File: config.mk
export PLATFORM = sky130hd
export DESIGN_NAME = smc_lite_top
export DESIGN_NICKNAME = d
export VERILOG_FILES = /design/src/rtl/smc_pkg.sv /design/src/rtl/smc_access_decode.sv /design/src/rtl/smc_access_sequencer.sv /design/src/rtl/smc_addr_gen.sv /design/src/rtl/smc_lite_top.sv
export VERILOG_INCLUDE_DIRS = /design/src /design/src/rtl
export SDC_FILE = /design/constraint.sdc
export NUM_CORES = 1
export LEC_CHECK = 0
export BUFFER_PORTS_ARGS = -buffer_cell sky130_fd_sc_hd__buf_4
export CORE_ASPECT_RATIO = 2
export CORE_MARGIN = 2
export CORE_UTILIZATION = 50
export DETAILED_ROUTE_END_ITERATION = 6
export GPL_ROUTABILITY_DRIVEN = 0
export MAX_ROUTING_LAYER = met4
export PLACE_DENSITY = 0.77
export SLEW_MARGIN = 20
export SYNTH_ARGS = -nofsm -noshare
export SYNTH_HDL_FRONTEND = slang
export SYNTH_SLANG_ARGS = --single-unit
File: constraint.sdc
create_clock -name sys_clk4 -period 3.15 [get_ports sys_clk4]
set_input_delay 0.4725 -clock sys_clk4 [delete_from_list [all_inputs] [get_ports sys_clk4]]
set_output_delay 0.4725 -clock sys_clk4 [all_outputs]
set_load 0.01 [all_outputs]
File: src/rtl/smc_params.svh
`ifndef SMC_PARAMS_SVH
`define SMC_PARAMS_SVH

`default_nettype none

// ------------------------------
// Transfer size codes
// ------------------------------
`define SMC_XSIZ_8    2'd0          // Byte transfer
`define SMC_XSIZ_16   2'd1          // Halfword transfer
`define SMC_XSIZ_32   2'd2          // Word transfer

// ------------------------------
// External bus width codes
// ------------------------------
`define SMC_BSIZ_8    2'd0          // 8 bit memory
`define SMC_BSIZ_16   2'd1          // 16 bit memory
`define SMC_BSIZ_32   2'd2          // 32 bit memory, code 3 decodes the same

// Width of the wait-state setting
`define SMC_WAIT_W    2

`default_nettype wire

`endif

File: src/rtl/smc_pkg.sv
`include "smc_params.svh"
`default_nettype none

package smc_pkg;

   // ------------------------------
   // Vector types
   // ------------------------------
   typedef logic [31:0] smc_addr_t;     // Byte address
   typedef logic [1:0]  smc_size_t;     // Transfer or bus size code

   // Remaining accesses of a transfer, minus one
   typedef logic [1:0]  smc_acc_cnt_t;

   typedef logic [`SMC_WAIT_W-1:0] smc_wait_t;   // Wait states per access

   // Byte lane enables, low active, bit k is lane k
   typedef logic [3:0]  smc_n_be_t;

   // ------------------------------
   // Sequencer states
   // ------------------------------
   typedef enum logic
   {
      SMC_IDLE = 1'b0,                  // No transfer running
      SMC_RW   = 1'b1                   // External access in progress
   } smc_state_t;

endpackage

`default_nettype wire

File: src/rtl/smc_access_decode.sv
`timescale 1ns/1ps
`include "smc_params.svh"
`default_nettype none

module smc_access_decode
(
   input  wire                        sys_clk4,
   input  wire                        n_sys_reset4,
   input  wire                        req_valid,      // Request strobe
   input  wire smc_pkg::smc_size_t    req_xfer_size,  // Requested transfer size
   input  wire smc_pkg::smc_size_t    bus_size,       // Static bus width
   output logic                       valid_access,   // Legal request this cycle
   output smc_pkg::smc_size_t         v_xfer_size,
   output smc_pkg::smc_size_t         v_bus_size,
   output smc_pkg::smc_acc_cnt_t      num_access,     // Accesses needed minus one
   output logic                       req_error       // Illegal size seen last cycle
);

   logic                  legal_size;
   smc_pkg::smc_size_t    r_xfer_size;    // Sizes of the running transfer
   smc_pkg::smc_size_t    r_bus_size;

   // Size code 3 has no transfer behind it
   assign legal_size   = (req_xfer_size != 2'b11);
   assign valid_access = req_valid && legal_size;

   // ------------------------------
   // Size store
   // ------------------------------
   always_ff @(posedge sys_clk4 or negedge n_sys_reset4)
   begin
      if (!n_sys_reset4)
      begin
         r_xfer_size <= `SMC_XSIZ_8;
         r_bus_size  <= `SMC_BSIZ_8;
      end
      else if (valid_access)
      begin
         r_xfer_size <= req_xfer_size;     // Held for the whole transfer
         r_bus_size  <= bus_size;
      end
   end

   // Current request wins in its own cycle
   assign v_xfer_size = valid_access ? req_xfer_size : r_xfer_size;
   assign v_bus_size  = valid_access ? bus_size      : r_bus_size;

   // ------------------------------
   // Access count
   // ------------------------------
   always_comb
   begin
      num_access = 2'd0;                                 // Fits in one access
      if ((v_xfer_size == `SMC_XSIZ_32) && (v_bus_size == `SMC_BSIZ_8))
         num_access = 2'd3;                              // Four byte accesses
      else if (((v_xfer_size == `SMC_XSIZ_32) && (v_bus_size == `SMC_BSIZ_16)) ||
               ((v_xfer_size == `SMC_XSIZ_16) && (v_bus_size == `SMC_BSIZ_8)))
         num_access = 2'd1;                              // Two accesses
   end

   // Error strobe, one cycle late
   always_ff @(posedge sys_clk4 or negedge n_sys_reset4)
   begin
      if (!n_sys_reset4)
         req_error <= 1'b0;
      else
         req_error <= req_valid && !legal_size;
   end

endmodule

`default_nettype wire

File: src/rtl/smc_access_sequencer.sv
`timescale 1ns/1ps
`include "smc_params.svh"
`default_nettype none

module smc_access_sequencer
(
   input  wire                        sys_clk4,
   input  wire                        n_sys_reset4,
   input  wire                        valid_access,   // Start of a new transfer
   input  wire smc_pkg::smc_acc_cnt_t num_access,     // Accesses minus one
   input  wire smc_pkg::smc_wait_t    wait_states,    // Extra cycles per access
   output smc_pkg::smc_state_t        smc_nextstate,
   output logic                       smc_done,       // Last cycle of an access
   output smc_pkg::smc_acc_cnt_t      r_num_access,   // Accesses still to come
   output logic                       busy,
   output logic                       xfer_done       // One cycle after last access
);

   smc_pkg::smc_state_t   smc_state;
   smc_pkg::smc_wait_t    wait_cnt;       // Cycles spent in this access
   logic                  last_done;      // Final access ends now

   assign busy      = (smc_state == smc_pkg::SMC_RW);
   assign smc_done  = busy && (wait_cnt == wait_states);
   assign last_done = smc_done && (r_num_access == 2'd0);

   // ------------------------------
   // Next state
   // ------------------------------
   always_comb
   begin
      smc_nextstate = smc_state;
      case (smc_state)
         smc_pkg::SMC_IDLE:
         begin
            if (valid_access)
               smc_nextstate = smc_pkg::SMC_RW;   // No gap before first access
         end
         smc_pkg::SMC_RW:
         begin
            if (last_done)
               smc_nextstate = smc_pkg::SMC_IDLE;
         end
         default:
            smc_nextstate = smc_pkg::SMC_IDLE;
      endcase
   end

   always_ff @(posedge sys_clk4 or negedge n_sys_reset4)
   begin
      if (!n_sys_reset4)
         smc_state <= smc_pkg::SMC_IDLE;
      else
         smc_state <= smc_nextstate;
   end

   // ------------------------------
   // Wait and access counters
   // ------------------------------
   always_ff @(posedge sys_clk4 or negedge n_sys_reset4)
   begin
      if (!n_sys_reset4)
         wait_cnt <= '0;
      else if (!busy || smc_done)
         wait_cnt <= '0;                         // Next access starts from zero
      else
         wait_cnt <= wait_cnt + smc_pkg::smc_wait_t'(1);
   end

   always_ff @(posedge sys_clk4 or negedge n_sys_reset4)
   begin
      if (!n_sys_reset4)
         r_num_access <= 2'd0;
      else if (!busy && valid_access)
         r_num_access <= num_access;             // Strobes while busy are dropped
      else if (smc_done && (r_num_access != 2'd0))
         r_num_access <= r_num_access - smc_pkg::smc_acc_cnt_t'(1);
   end

   // Completion pulse
   always_ff @(posedge sys_clk4 or negedge n_sys_reset4)
   begin
      if (!n_sys_reset4)
         xfer_done <= 1'b0;
      else
         xfer_done <= last_done;
   end

endmodule

`default_nettype wire

File: src/rtl/smc_addr_gen.sv
`timescale 1ns/1ps
`include "smc_params.svh"
`default_nettype none

module smc_addr_gen
(
   input  wire                        sys_clk4,
   input  wire                        n_sys_reset4,
   input  wire                        valid_access,   // First access of a transfer
   input  wire smc_pkg::smc_addr_t    req_addr,       // Only valid with the strobe
   input  wire                        req_cs,         // Internal chip select
   input  wire smc_pkg::smc_size_t    v_xfer_size,
   input  wire smc_pkg::smc_size_t    v_bus_size,
   input  wire smc_pkg::smc_acc_cnt_t r_num_access,   // Accesses still to come
   input  wire                        smc_done,       // Current access ends
   input  wire smc_pkg::smc_state_t   smc_nextstate,
   output smc_pkg::smc_addr_t         smc_addr,       // External address
   output logic                       smc_n_cs,       // External chip select
   output smc_pkg::smc_n_be_t         smc_n_be        // External byte enables
);

   logic                  r_cs;           // Chip select of running transfer
   logic [1:0]            r_addr;         // Low request address bits
   logic                  v_cs;
   logic [1:0]            v_addr;
   logic [1:0]            first_lo;       // Low bits of first access
   logic [1:0]            next_lo;        // Low bits of following access
   logic                  next_access;    // A non-final access ends
   smc_pkg::smc_n_be_t    n_be;           // Unregistered lane enables

   // ------------------------------
   // Request store
   // ------------------------------
   always_ff @(posedge sys_clk4 or negedge n_sys_reset4)
   begin
      if (!n_sys_reset4)
      begin
         r_cs   <= 1'b0;
         r_addr <= 2'b00;
      end
      else if (valid_access)
      begin
         r_cs   <= req_cs;
         r_addr <= req_addr[1:0];
      end
   end

   // Request values in the strobe cycle, stored ones later
   assign v_cs   = valid_access ? req_cs        : r_cs;
   assign v_addr = valid_access ? req_addr[1:0] : r_addr;

   // ------------------------------
   // Low address bits
   // ------------------------------
   // Little endian order, highest lane goes out first
   always_comb
   begin
      case (v_xfer_size)
         `SMC_XSIZ_32:
         begin
            if (v_bus_size == `SMC_BSIZ_8)
               first_lo = 2'b11;                    // Byte 3 first
            else if (v_bus_size == `SMC_BSIZ_16)
               first_lo = 2'b10;                    // Upper halfword first
            else
               first_lo = 2'b00;                    // Whole word at once
         end
         `SMC_XSIZ_16:
         begin
            if (v_bus_size == `SMC_BSIZ_8)
               first_lo = {req_addr[1], 1'b1};      // Odd byte of the halfword
            else
               first_lo = {req_addr[1], 1'b0};
         end
         default:
            first_lo = req_addr[1:0];               // Byte goes out as addressed
      endcase
   end

   always_comb
   begin
      case ({v_xfer_size, v_bus_size})
         {`SMC_XSIZ_32, `SMC_BSIZ_8}:
            next_lo = r_num_access - 2'd1;          // Count left equals next lane
         {`SMC_XSIZ_32, `SMC_BSIZ_16}:
            next_lo = 2'b00;                        // Lower halfword
         {`SMC_XSIZ_16, `SMC_BSIZ_8}:
            next_lo = {r_addr[1], 1'b0};            // Even byte
         default:
            next_lo = r_addr;                       // Single access pairs
      endcase
   end

   // Last access keeps its address
   assign next_access = smc_done && (r_num_access != 2'd0);

   always_ff @(posedge sys_clk4 or negedge n_sys_reset4)
   begin
      if (!n_sys_reset4)
         smc_addr <= '0;
      else if (valid_access)
         smc_addr <= {req_addr[31:2], first_lo};    // Upper bits fixed for transfer
      else if (next_access)
         smc_addr[1:0] <= next_lo;
   end

   // ------------------------------
   // Internal byte enables
   // ------------------------------
   always_comb
   begin
      n_be = 4'b1111;                               // Nothing selected
      if (v_cs)
      begin
         case (v_bus_size)
            `SMC_BSIZ_8:
               n_be = 4'b1110;                      // Always lane 0
            `SMC_BSIZ_16:
            begin
               if (v_xfer_size == `SMC_XSIZ_8)
                  n_be = v_addr[0] ? 4'b1101 : 4'b1110;
               else
                  n_be = 4'b1100;                   // Both halfword lanes
            end
            default:
            begin
               // 32 bit bus, code 3 lands here too
               case (v_xfer_size)
                  `SMC_XSIZ_8:
                     n_be = ~(4'b0001 << v_addr);   // One lane by address
                  `SMC_XSIZ_16:
                     n_be = v_addr[1] ? 4'b0011 : 4'b1100;
                  default:
                     n_be = 4'b0000;                // Full word
               endcase
            end
         endcase
      end
   end

   // ------------------------------
   // External strobes
   // ------------------------------
   always_ff @(posedge sys_clk4 or negedge n_sys_reset4)
   begin
      if (!n_sys_reset4)
         smc_n_cs <= 1'b1;
      else if (smc_nextstate == smc_pkg::SMC_RW)
         smc_n_cs <= ~v_cs;                         // Low only for a selected request
      else
         smc_n_cs <= 1'b1;
   end

   always_ff @(posedge sys_clk4 or negedge n_sys_reset4)
   begin
      if (!n_sys_reset4)
         smc_n_be <= 4'hF;
      else if (smc_nextstate == smc_pkg::SMC_RW)
         smc_n_be <= n_be;
      else
         smc_n_be <= 4'hF;                          // Released with the chip select
   end

endmodule

`default_nettype wire

File: src/rtl/smc_lite_top.sv
`timescale 1ns/1ps
`include "smc_params.svh"
`default_nettype none

module smc_lite_top
(
   input  wire                        sys_clk4,
   input  wire                        n_sys_reset4,
   input  wire                        req_valid,      // One cycle request strobe
   input  wire smc_pkg::smc_addr_t    req_addr,
   input  wire smc_pkg::smc_size_t    req_xfer_size,
   input  wire                        req_cs,
   input  wire smc_pkg::smc_size_t    bus_size,       // Static configuration
   input  wire smc_pkg::smc_wait_t    wait_states,
   output wire                        busy,
   output wire                        xfer_done,
   output wire                        req_error,
   output wire smc_pkg::smc_addr_t    smc_addr,
   output wire                        smc_n_cs,
   output wire smc_pkg::smc_n_be_t    smc_n_be
);

   // ------------------------------
   // Stage wiring
   // ------------------------------
   wire                        valid_access;
   wire smc_pkg::smc_size_t    v_xfer_size;
   wire smc_pkg::smc_size_t    v_bus_size;
   wire smc_pkg::smc_acc_cnt_t num_access;
   wire smc_pkg::smc_acc_cnt_t r_num_access;
   wire smc_pkg::smc_state_t   smc_nextstate;
   wire                        smc_done;

   // Decode
   smc_access_decode decode_i
   (
      .sys_clk4      (sys_clk4),
      .n_sys_reset4  (n_sys_reset4),
      .req_valid     (req_valid),
      .req_xfer_size (req_xfer_size),
      .bus_size      (bus_size),
      .valid_access  (valid_access),
      .v_xfer_size   (v_xfer_size),
      .v_bus_size    (v_bus_size),
      .num_access    (num_access),
      .req_error     (req_error)
   );

   // Execute
   smc_access_sequencer sequencer_i
   (
      .sys_clk4      (sys_clk4),
      .n_sys_reset4  (n_sys_reset4),
      .valid_access  (valid_access),
      .num_access    (num_access),
      .wait_states   (wait_states),
      .smc_nextstate (smc_nextstate),
      .smc_done      (smc_done),
      .r_num_access  (r_num_access),
      .busy          (busy),
      .xfer_done     (xfer_done)
   );

   // Result
   smc_addr_gen addr_gen_i
   (
      .sys_clk4      (sys_clk4),
      .n_sys_reset4  (n_sys_reset4),
      .valid_access  (valid_access),
      .req_addr      (req_addr),
      .req_cs        (req_cs),
      .v_xfer_size   (v_xfer_size),
      .v_bus_size    (v_bus_size),
      .r_num_access  (r_num_access),
      .smc_done      (smc_done),
      .smc_nextstate (smc_nextstate),
      .smc_addr      (smc_addr),
      .smc_n_cs      (smc_n_cs),
      .smc_n_be      (smc_n_be)
   );

endmodule

`default_nettype wire

==> results.json, run 1 <==
{
  "outcome": "completed",
  "clockBufferDepth": 2,
  "grt_pass1_wl_um": 8910,
  "dr.pass1.iters": 4,
  "cpMaxStageDelayCell": "or3b_2",
  "drive_above_1_share": 0.321,
  "syn-instance-count": 245,
  "hp-class": "in2async",
  "synth_edf_count": 0,
  "clock-sinks": 51,
  "avgSynthCellArea_um2": 9.33,
  "cts_setup_buffers": 0,
  "ys_seq_area_frac": 0.561,
  "core-area_mm2": 0.00438,
  "yosysTopAreaCell": "dfrtp_1",
  "synth-async-reset-ratio": 1.00,
  "final_common_cell": "nand2_1",
  "internal_power_uw": 1290,
  "synth_seq_cells": 51,
  "grt_max_degree": 52,
  "grt_pass1_vias": 1960,
  "first_iter_violations": 18,
  "clk_pin_slew_ns": 0.09,
  "worst_ep_required_time_ns": 3.35,
  "power_switching_uw": 558,
  "clockRootBuffer": "clkbuf_8",
  "synth.cell_area_mm2": 0.00229,
  "floorplan.rows": 34,
  "rsz0062_at_grt": "no",
  "avgRoutedWirePerCell_um": 14.4,
  "drt_wl_total_um": 5510,
  "postRouteAntennaNets": 0,
  "pin_count": 82,
  "initial_core_util": 0.522,
  "cp_data_arrival_time_ns": 2.23,
  "pre_cts_ws_ns": 0.866,
  "synth_top_cells_by_area": "dfrtp_1, nand2_1, dfstp_2, ha_1, nor2_1",
  "fp.dieArea_mm2": 0.00516,
  "seqPwrFrac": 0.467,
  "setup-violations-final": 0,
  "htreeDepth": 2,
  "instances_no_fill": 381,
  "cp_cell_sequence": "buf_4, inv_1, nor2_1, o22ai_1, inv_1, ha_1, or3b_2, nor2_1, a21oi_1, o311ai_1",
  "diodes": 0,
  "period_needed_ns": 2.04,
  "cp-start-kind": "input pin",
  "vias_per_cell": 5.19,
  "yosys.area.top_type_share": 0.504,
  "antenna_found_initial": 0,
  "cts_made_buffers": 5,
  "critical_path_class": "in2reg",
  "vias": 1979,
  "setup_slack_ns": 1.11,
  "period_share": 0.647,
  "yosys_warnings": 0,
  "maxCapViolCount": 0,
  "mostFrequentLayoutCells": "nand2_1, buf_4, dfrtp_1, nor2_1, inv_1",
  "holdBufCountCts": 0,
  "comb_power_share": 0.297,
  "fin_area_mm2": 0.00304,
  "areaGrowthSynthToFinish_pct": 33.1,
  "syn_nets": 291,
  "tightestPinTransition_ns": 0.616,
  "clock_latency_ns": 0.30,
  "setup_tns_ns": 0,
  "p_leak_uw": 0.00160,
  "max_freq_mhz": 491,
  "cts_resized": 0,
  "switching_share": 0.302,
  "track_usage": 0.237,
  "clkPwrFrac": 0.236,
  "dp_cells": 373,
  "critPathBufInv": 3,
  "remaining_drc_errors": 0,
  "ys_types": 45,
  "grt_remaining_overflow": 0,
  "relSlewSlack": 0.589,
  "cp_max_fo": 6,
  "num-nets-final": 372,
  "powerDensity_mw_per_mm2": 607,
  "dp_hpwl_um": 4160,
  "end_kind": "flop",
  "vdd_drop_max_mv": 0.420,
  "post-route-util": 0.694,
  "io_buffers": 81,
  "synthFlopType": "dfrtp_1",
  "maxSlewViolCount": 0,
  "die_h_um": 99.6,
  "fin_skew_ns": 0.00507,
  "finalHoldViolations": 0,
  "path_delay_family": "simple AND/OR/NAND/NOR gates",
  "cts_tree": "yes",
  "placed_cell_area_mm2": 0.00294,
  "fp.dieW_um": 51.8,
  "critPathMaxStageDelay_ns": 0.48
}
-- area by class of cell --
cell class,instances,area [µm²]
Clock inverter,1,30.0
Tap cell,54,67.6
Sequential cell,51,1280
Clock buffer,7,76.3
Inverter,12,45.0
Fill cell,370,1340
Multi-Input combinational cell,173,917
Timing Repair Buffer,83,623
-- cells by family after synthesis --
kind of cell	after synthesis	share of synthesized area
AND/OR/NAND/NOR	135	0.245
flip-flops	51	0.561
AO/OA/AOI/OAI	28	0.0991
buffers and inverters	21	0.0411
adder cells (fa/ha/maj)	4	0.0219
XOR/XNOR	3	0.0115
multiplexers	3	0.0202
-- cells in the mapped netlist, types with 3 or more instances --
| master | instances |
|---|---|
| o211ai_1 | 3 |
| nand3_1 | 4 |
| o21ai_0 | 3 |
| dfrtp_1 | 46 |
| ha_1 | 4 |
| buf_2 | 3 |
| nor2b_1 | 4 |
| clkbuf_1 | 4 |
| nand2_1 | 100 |
| nor3_1 | 3 |
| dfstp_2 | 5 |
| inv_1 | 10 |
| nor2_1 | 13 |
| a21oi_1 | 3 |
| nand2b_1 | 3 |
| xnor2_1 | 3 |
-- stage by stage --
stage | power (µW) | hold slack [ns]
floorplan | 1160 | 0.177
global placement | 1410 | 0.459
detailed placement | 1420 | 0.464
CTS | 1860 | 0.211
global route | 1960 | 0.229
finish | 1850 | 0.176
-- power by group through the flow --
stage	combinational [µW]	clock, µW	sequential (µW)
2_1_floorplan	271	0	894
3_3_place_gp	535	0	872
3_5_place_dp	550	0	874
4_1_cts	555	445	862
5_1_grt	609	473	878
6_report	548	435	861
-- final timing paths --
path / from / slack, ns / cells past startpoint / to
max: req_valid / 1.11 / 10 / addr_gen_i.smc_addr[1]
min: n_sys_reset4 / 0.18 / 1 / addr_gen_i.smc_addr[4]
max reg2reg: decode_i.r_xfer_size[0] / 1.13 / 8 / addr_gen_i.smc_addr[1]
min reg2reg: addr_gen_i.smc_addr[22] / 0.48 / 2 / addr_gen_i.smc_addr[22]
max in group asynchronous: n_sys_reset4 / 2.55 / 1 / addr_gen_i.smc_addr[14]
min in group sys_clk4: req_addr[27] / 0.36 / 3 / addr_gen_i.smc_addr[27]
-- routing by layer --
layer	vias up	global-route usage	share of wire	wire, µm
met5	-	-	0	0
met4	0	0.0911	0.024	131
met3	11	0.0375	0.036	196
met2	62	0.426	0.58	3220
met1	949	0.250	0.36	1960
li1	957	-	-	-
-- registers in the layout, indices dropped and copies added (netlist names) --
name / count
addr_gen_i.smc_addr: 32
sequencer_i.wait_cnt: 2
addr_gen_i.smc_n_cs: 1
sequencer_i.xfer_done: 1
addr_gen_i.r_cs: 1
sequencer_i.busy: 1
addr_gen_i.smc_n_be: 4
decode_i.req_error: 1
decode_i.r_xfer_size: 2
sequencer_i.r_num_access: 2
addr_gen_i.r_addr: 2
decode_i.r_bus_size: 2
No activity file was read; power rests on OpenSTA's default activity.
==> inputs of run 2 (changes only) <==
--- a/config.mk
+++ b/config.mk
@@ -6,6 +6,7 @@
 export SDC_FILE = /design/constraint.sdc
 export NUM_CORES = 1
 export LEC_CHECK = 0
+export ABC_AREA = 1
 export BUFFER_PORTS_ARGS = -buffer_cell sky130_fd_sc_hd__buf_4
 export CORE_ASPECT_RATIO = 2
 export CORE_MARGIN = 2
==> constraint.sdc (replaced) <==
create_clock -name sys_clk4 -period 2 [get_ports sys_clk4]
set_input_delay 0.3 -clock sys_clk4 [delete_from_list [all_inputs] [get_ports sys_clk4]]
set_output_delay 0.3 -clock sys_clk4 [all_outputs]
set_load 0.01 [all_outputs]
==> run 2 against run 1 <==
  * Cell count grew 9.4%
  * Area after synthesis grew 4.9%
  * Total power grew 66%
  * Hold slack lost 0.17 ns
  * Cell area grew 4.3%
  * Clock skew shrank 0.0011 ns
  * Critical path type is now reg2reg
  * Largest power group unchanged
==> results.json, run 2 <==
{
  "hp-class": "in2async",
  "clock_latency_ns": 0.30,
  "vias_per_cell": 4.82,
  "top_register": "addr_gen_i.smc_addr",
  "dr.pass1.iters": 4,
  "avgSynthCellArea_um2": 8.69,
  "grt_remaining_overflow": 0,
  "cp_data_arrival_time_ns": 1.77,
  "max_freq_mhz": 649,
  "htreeDepth": 2,
  "fin_area_mm2": 0.00317,
  "critPathMaxStageDelay_ns": 0.38,
  "relSlewSlack": 0.577,
  "synth_edf_count": 0,
  "dp_hpwl_um": 4150,
  "cp_max_fo": 5,
  "tightestPinTransition_ns": 0.634,
  "outcome": "completed",
  "p_total_uw": 3070,
  "cts_tree": "yes",
  "vias": 2011,
  "rr_startpoint": "decode_i.r_xfer_size[1]",
  "cp-startpoint": "decode_i.r_xfer_size[1]",
  "worstRegToRegCells": 10,
  "synthFlopType": "dfrtp_1",
  "vdd_drop_max_mv": 0.736,
  "ys_seq_area_frac": 0.535,
  "core-area_mm2": 0.00460,
  "rsz0062_at_grt": "no",
  "postRouteAntennaNets": 0,
  "pin_count": 82,
  "syn_nets": 322,
  "placed_cell_area_mm2": 0.00305,
  "setup_tns_ns": 0,
  "worst_ep_required_time_ns": 2.23,
  "clockBufferDepth": 2,
  "cp-start-kind": "flop",
  "mostFrequentLayoutCells": "nand2_1, buf_4, dfrtp_1, inv_1, nor2_1",
  "grt_pass1_vias": 1970,
  "yosysTopAreaCell": "dfrtp_1",
  "reg_top3": "addr_gen_i.smc_addr (32), addr_gen_i.smc_n_be (4)",
  "fin_skew_ns": 0.00400,
  "yosysMostFrequentCell": "nand2_1",
  "initial_core_util": 0.521,
  "critPathBufInv": 2,
  "clk_pin_slew_ns": 0.09,
  "remaining_drc_errors": 0,
  "yosys.area.top_type_share": 0.480,
  "period_share": 0.771,
  "synth.cell_area_mm2": 0.00240,
  "io_buffers": 81,
  "num-nets-final": 407,
  "synth_common_cells": "nand2_1, dfrtp_1, inv_1",
  "synth_top_cells_by_area": "dfrtp_1, nand2_1, dfstp_2, inv_1, nand2_4",
  "cts_setup_buffers": 0,
  "maxSlewViolCount": 0,
  "antenna_found_initial": 0,
  "setup-violations-final": 0,
  "critical_path_class": "reg2reg",
  "ys_types": 28,
  "cpMaxStageDelayCell": "dfrtp_1",
  "period_needed_ns": 1.54,
  "diodes": 0,
  "track_usage": 0.228,
  "p_leak_uw": 0.00176,
  "end_kind": "flop",
  "fp.dieArea_mm2": 0.00540,
  "largest_reg_flops": 32,
  "grt_pass1_wl_um": 8730,
  "die_h_um": 102,
  "clockRootBuffer": "clkbuf_8",
  "drive_above_1_share": 0.348,
  "fp.dieW_um": 53.0,
  "powerDensity_mw_per_mm2": 968,
  "synth_seq_cells": 51,
  "grt_max_degree": 52,
  "synth-async-reset-ratio": 1.00,
  "syn-instance-count": 276,
  "drt_wl_total_um": 5500,
  "holdBufCountCts": 0,
  "crit_cells": 10,
  "first_iter_violations": 29,
  "maxCapViolCount": 0,
  "n_fill_cell": 402,
  "timing.rr.end": "addr_gen_i.smc_addr[0]",
  "finalHoldViolations": 0,
  "final_common_cell": "nand2_1",
  "cts_resized": 0,
  "r2r_slack_ns": 0.46,
  "floorplan.rows": 35,
  "clock-sinks": 51,
  "avgRoutedWirePerCell_um": 13.2,
  "path_delay_family": "simple AND/OR/NAND/NOR gates",
  "cts_made_buffers": 5,
  "yosys_warnings": 0,
  "cp_cell_sequence": "inv_1, nand2_1, o21ai_2, inv_2, ha_1, nand2_2, nand2_1, nor2_1, nor2_1, a21oi_1",
  "critPathCapture": "addr_gen_i.smc_addr[0]",
  "areaGrowthSynthToFinish_pct": 32.4
}
## run 2: report_power, final
part	switching, µW	leakage (µW)	total [µW]	internal (µW)
Clock	346	0.0000618	758	412
Sequential	121	0.000612	1360	1240
Combinational	524	0.00109	953	429
Total	992	0.00176	3070	2080
## run 2: logic make-up (layout without fill, tap and decap cells)
family	after synthesis	in the layout	share of synthesized area
compound gates	20	20	0.0689
xor+xnor	3	3	0.0110
fa+ha+maj	4	4	0.0209
buf+inv	37	123	0.0725
flops	51	51	0.535
simple gates	161	161	0.292
## run 2: per-layer routing
metal	vias to the layer above	wire (µm)	global-route usage
li1	1003	-	-
met1	935	2080	0.247
met2	64	3090	0.406
met3	9	234	0.0322
met4	0	106	0.0907
met5	-	0	-
## run 2: cell type report
| type | count | area, µm² | share of cell area |
|---|---|---|---|
| sequential | 51 | 1280 | 0.404 |
| multi-input combinational | 188 | 941 | 0.297 |
| timing repair buffer | 86 | 646 | 0.203 |
| inverter | 29 | 114 | 0.0359 |
| clock buffer | 6 | 82.6 | 0.0260 |
| tap | 55 | 68.8 | 0.0217 |
| clock inverter | 2 | 38.8 | 0.0122 |
## run 2: worst min-delay path by stage
stage	startpoint	to	cells after the start
global route	n_sys_reset4	decode_i.r_xfer_size[0]	1
global placement	n_sys_reset4	decode_i.r_xfer_size[0]	1
CTS	n_sys_reset4	decode_i.r_xfer_size[0]	1
floorplan	n_sys_reset4	addr_gen_i.r_addr[0]	0
finish	n_sys_reset4	decode_i.r_xfer_size[0]	1
detailed placement	n_sys_reset4	decode_i.r_xfer_size[0]	1
## run 2: through the flow
stage / utilization / instances / hold slack, ns / worst slack (ns)
floorplan: - / 276 / 0.00441 / 0.385
global placement: 0.664 / 409 / 0.365 / 0.271
detailed placement: 0.664 / 409 / 0.365 / 0.233
CTS: 0.690 / 417 / 0.0345 / 0.467
global route: 0.690 / 417 / 0.0594 / 0.324
finish: 0.690 / 417 / 0.00515 / 0.459
==> inputs of run 3 (changes only) <==
==> constraint.sdc (replaced) <==
create_clock -name sys_clk4 -period 1.45 [get_ports sys_clk4]
set_input_delay 0.2175 -clock sys_clk4 [delete_from_list [all_inputs] [get_ports sys_clk4]]
set_output_delay 0.2175 -clock sys_clk4 [all_outputs]
set_load 0.01 [all_outputs]
==> run 3 against run 2 <==
  * Cell area up 7.2%
  * Sequential share of layout area down 2.7 points
  * Critical path depth down 2
  * Register-to-register slack worse by 0.45 ns
  * Flip-flop and latch count unchanged
  * Sequential power up 37%
  * Clock-buffer cell count unchanged
  * Non-clock buffer count up 23
  * Routed wire length up 5.1%
  * Total power up 41%
  * Maximum frequency up 6.6%
  * Largest cell class unchanged
  * Highest routed layer unchanged
==> results.json, run 3 (synthesized netlist as in run 2, its figures left out) <==
{
  "outcome": "completed",
  "postRouteAntennaNets": 0,
  "fin_area_mm2": 0.00340,
  "remaining_drc_errors": 0,
  "period_needed_ns": 1.45,
  "grt_remaining_overflow": 0,
  "cp_data_arrival_time_ns": 1.65,
  "cts_made_buffers": 5,
  "cts_tree": "yes",
  "vdd_drop_max_mv": 0.853,
  "multi_input_area_mm2": 0.00102,
  "timing.rr.end": "sequencer_i.r_num_access[0]",
  "critical_path_class": "reg2reg",
  "drt_wl_total_um": 5780,
  "die_h_um": 102,
  "clockBufferDepth": 2,
  "ff_latch_area_mm2": 0.00128,
  "finalHoldViolations": 0,
  "antenna_found_initial": 0,
  "num-nets-final": 430,
  "maxCapViolCount": 0,
  "relSlewSlack": 0.818,
  "gr-usage-met2": 0.421,
  "initial_core_util": 0.521,
  "rsz0062_at_grt": "yes",
  "clock_latency_ns": 0.30,
  "dp_hpwl_um": 4360,
  "vias": 2108,
  "r2r_slack_ns": 0.005,
  "clk_pin_slew_ns": 0.09,
  "fp.dieW_um": 53.0,
  "gr-usage-met1": 0.242,
  "top_register": "addr_gen_i.smc_addr",
  "grt_pass1_vias": 2030,
  "grt-busiest-layer": "met2",
  "period_share": 0.997,
  "max_freq_mhz": 692,
  "floorplan.rows": 35,
  "rr_startpoint": "sequencer_i.r_num_access[0]",
  "mostFrequentLayoutCells": "nand2_1, buf_4, dfrtp_1, inv_1, nor2_1",
  "first_iter_violations": 42,
  "final_common_cell": "nand2_1",
  "clockRootBuffer": "clkbuf_8",
  "p_leak_uw": 0.00187,
  "placed_cell_area_mm2": 0.00324,
  "pin_count": 82,
  "htreeDepth": 2,
  "maxSlewViolCount": 0,
  "met3_usage": 0.0278,
  "worstRegToRegCells": 8,
  "n_fill_cell": 360,
  "worstHoldStart": "req_addr[11]",
  "hold_depth": 3,
  "track_usage": 0.233,
  "grt_max_degree": 34,
  "worst_ep_required_time_ns": 1.65,
  "vias_per_cell": 4.79,
  "tightestPinTransition_ns": 0.272,
  "post-route-util": 0.740,
  "areaGrowthSynthToFinish_pct": 41.9,
  "cp_max_fo": 5,
  "core-area_mm2": 0.00460,
  "grt_pass1_wl_um": 8980,
  "setup_tns_ns": 0,
  "whs_endpoint": "addr_gen_i.smc_addr[11]",
  "avgRoutedWirePerCell_um": 13.1,
  "powerDensity_mw_per_mm2": 1270,
  "diodes": 0,
  "end_kind": "flop",
  "dr.pass1.iters": 4,
  "setup-violations-final": 0,
  "hp-class": "in2reg",
  "largest_reg_flops": 32,
  "drive_above_1_share": 0.413,
  "io_buffers": 81,
  "cp-start-kind": "flop",
  "clock-sinks": 51,
  "reg_top3": "addr_gen_i.smc_addr (32), addr_gen_i.smc_n_be (4)",
  "fin_skew_ns": 0.00320,
  "fp.dieArea_mm2": 0.00540
}
==> run 3: cell types whose count changed in the layout (fill, tap and decap cells not counted), sizes merged <==
cell	previous run	this run
buf	86	108
bufinv	1	0
clkinv	0	2
dlygate4sd3	0	1
inv	30	29
==> run 3: area by class of cell <==
type / count / share of cell area
flip-flops and latches: 51 / 0.377
multi-input cells: 188 / 0.299
repair buffers: 109 / 0.245
inverters: 29 / 0.0335
clock buffers: 6 / 0.0213
well taps: 55 / 0.0202
clock inverters: 2 / 0.00405
==> run 3: report_power, final <==
| part | internal, µW | total (µW) | leakage (µW) | switching, µW |
|---|---|---|---|---|
| Clock | 341 | 805 | 0.0000452 | 464 |
| Sequential | 1710 | 1870 | 0.000612 | 161 |
| Combinational | 806 | 1640 | 0.00122 | 838 |
==> run 3: metrics by stage <==
stage | worst slack [ns] | total power, µW | cells | hold WS [ns]
final | 0.00479 | 4320 | 440 | 0.101
after global placement | -0.0615 | 3300 | 426 | 0.108
after detailed placement | -0.108 | 3340 | 426 | 0.110
after global routing | -0.102 | 4580 | 440 | 0.0937
after CTS | 0.00333 | 4150 | 435 | 0.0934
after floorplan | 0.0182 | 2660 | 276 | -0.0781
==> run 3: worst max path at each step <==
stage | start | endpoint | slack, ns | cells past startpoint
2_1_floorplan | req_xfer_size[1] | addr_gen_i.smc_addr[1] | 0.02 | 12
3_3_place_gp | req_xfer_size[1] | addr_gen_i.smc_addr[1] | -0.06 | 12
3_5_place_dp | req_xfer_size[1] | addr_gen_i.smc_addr[1] | -0.11 | 12
4_1_cts | sequencer_i.r_num_access[0] | addr_gen_i.smc_addr[0] | 0.003 | 8
5_1_grt | sequencer_i.r_num_access[0] | sequencer_i.r_num_access[0] | -0.10 | 8
6_report | sequencer_i.r_num_access[0] | sequencer_i.r_num_access[0] | 0.005 | 8
==> run 3: repair_timing <==
item	4_1_cts	5_1_grt
endpoints found under the hold margin	18	0
hold buffers	1	0
setup endpoints to repair	0	4
buffers inserted	0	5
gates resized for setup	0	9
==> run 3: worst max-delay path, stage by stage, from the launching register on <==
cell	delay, ns
dfrtp_1	0.38
inv_2	0.06
ha_4	0.16
inv_2	0.05
nand4_1	0.23
buf_4	0.23
xor2_1	0.13
nand2_1	0.06
nand2_1	0.04
==> run 3: metal layers <==
metal / vias up / wire length [µm] / part of all wire
met3: 15 / 194 / 0.034
met2: 49 / 3440 / 0.59
met5: - / 0 / 0
met4: 0 / 150 / 0.026
met1: 990 / 2000 / 0.35
li1: 1054 / - / -
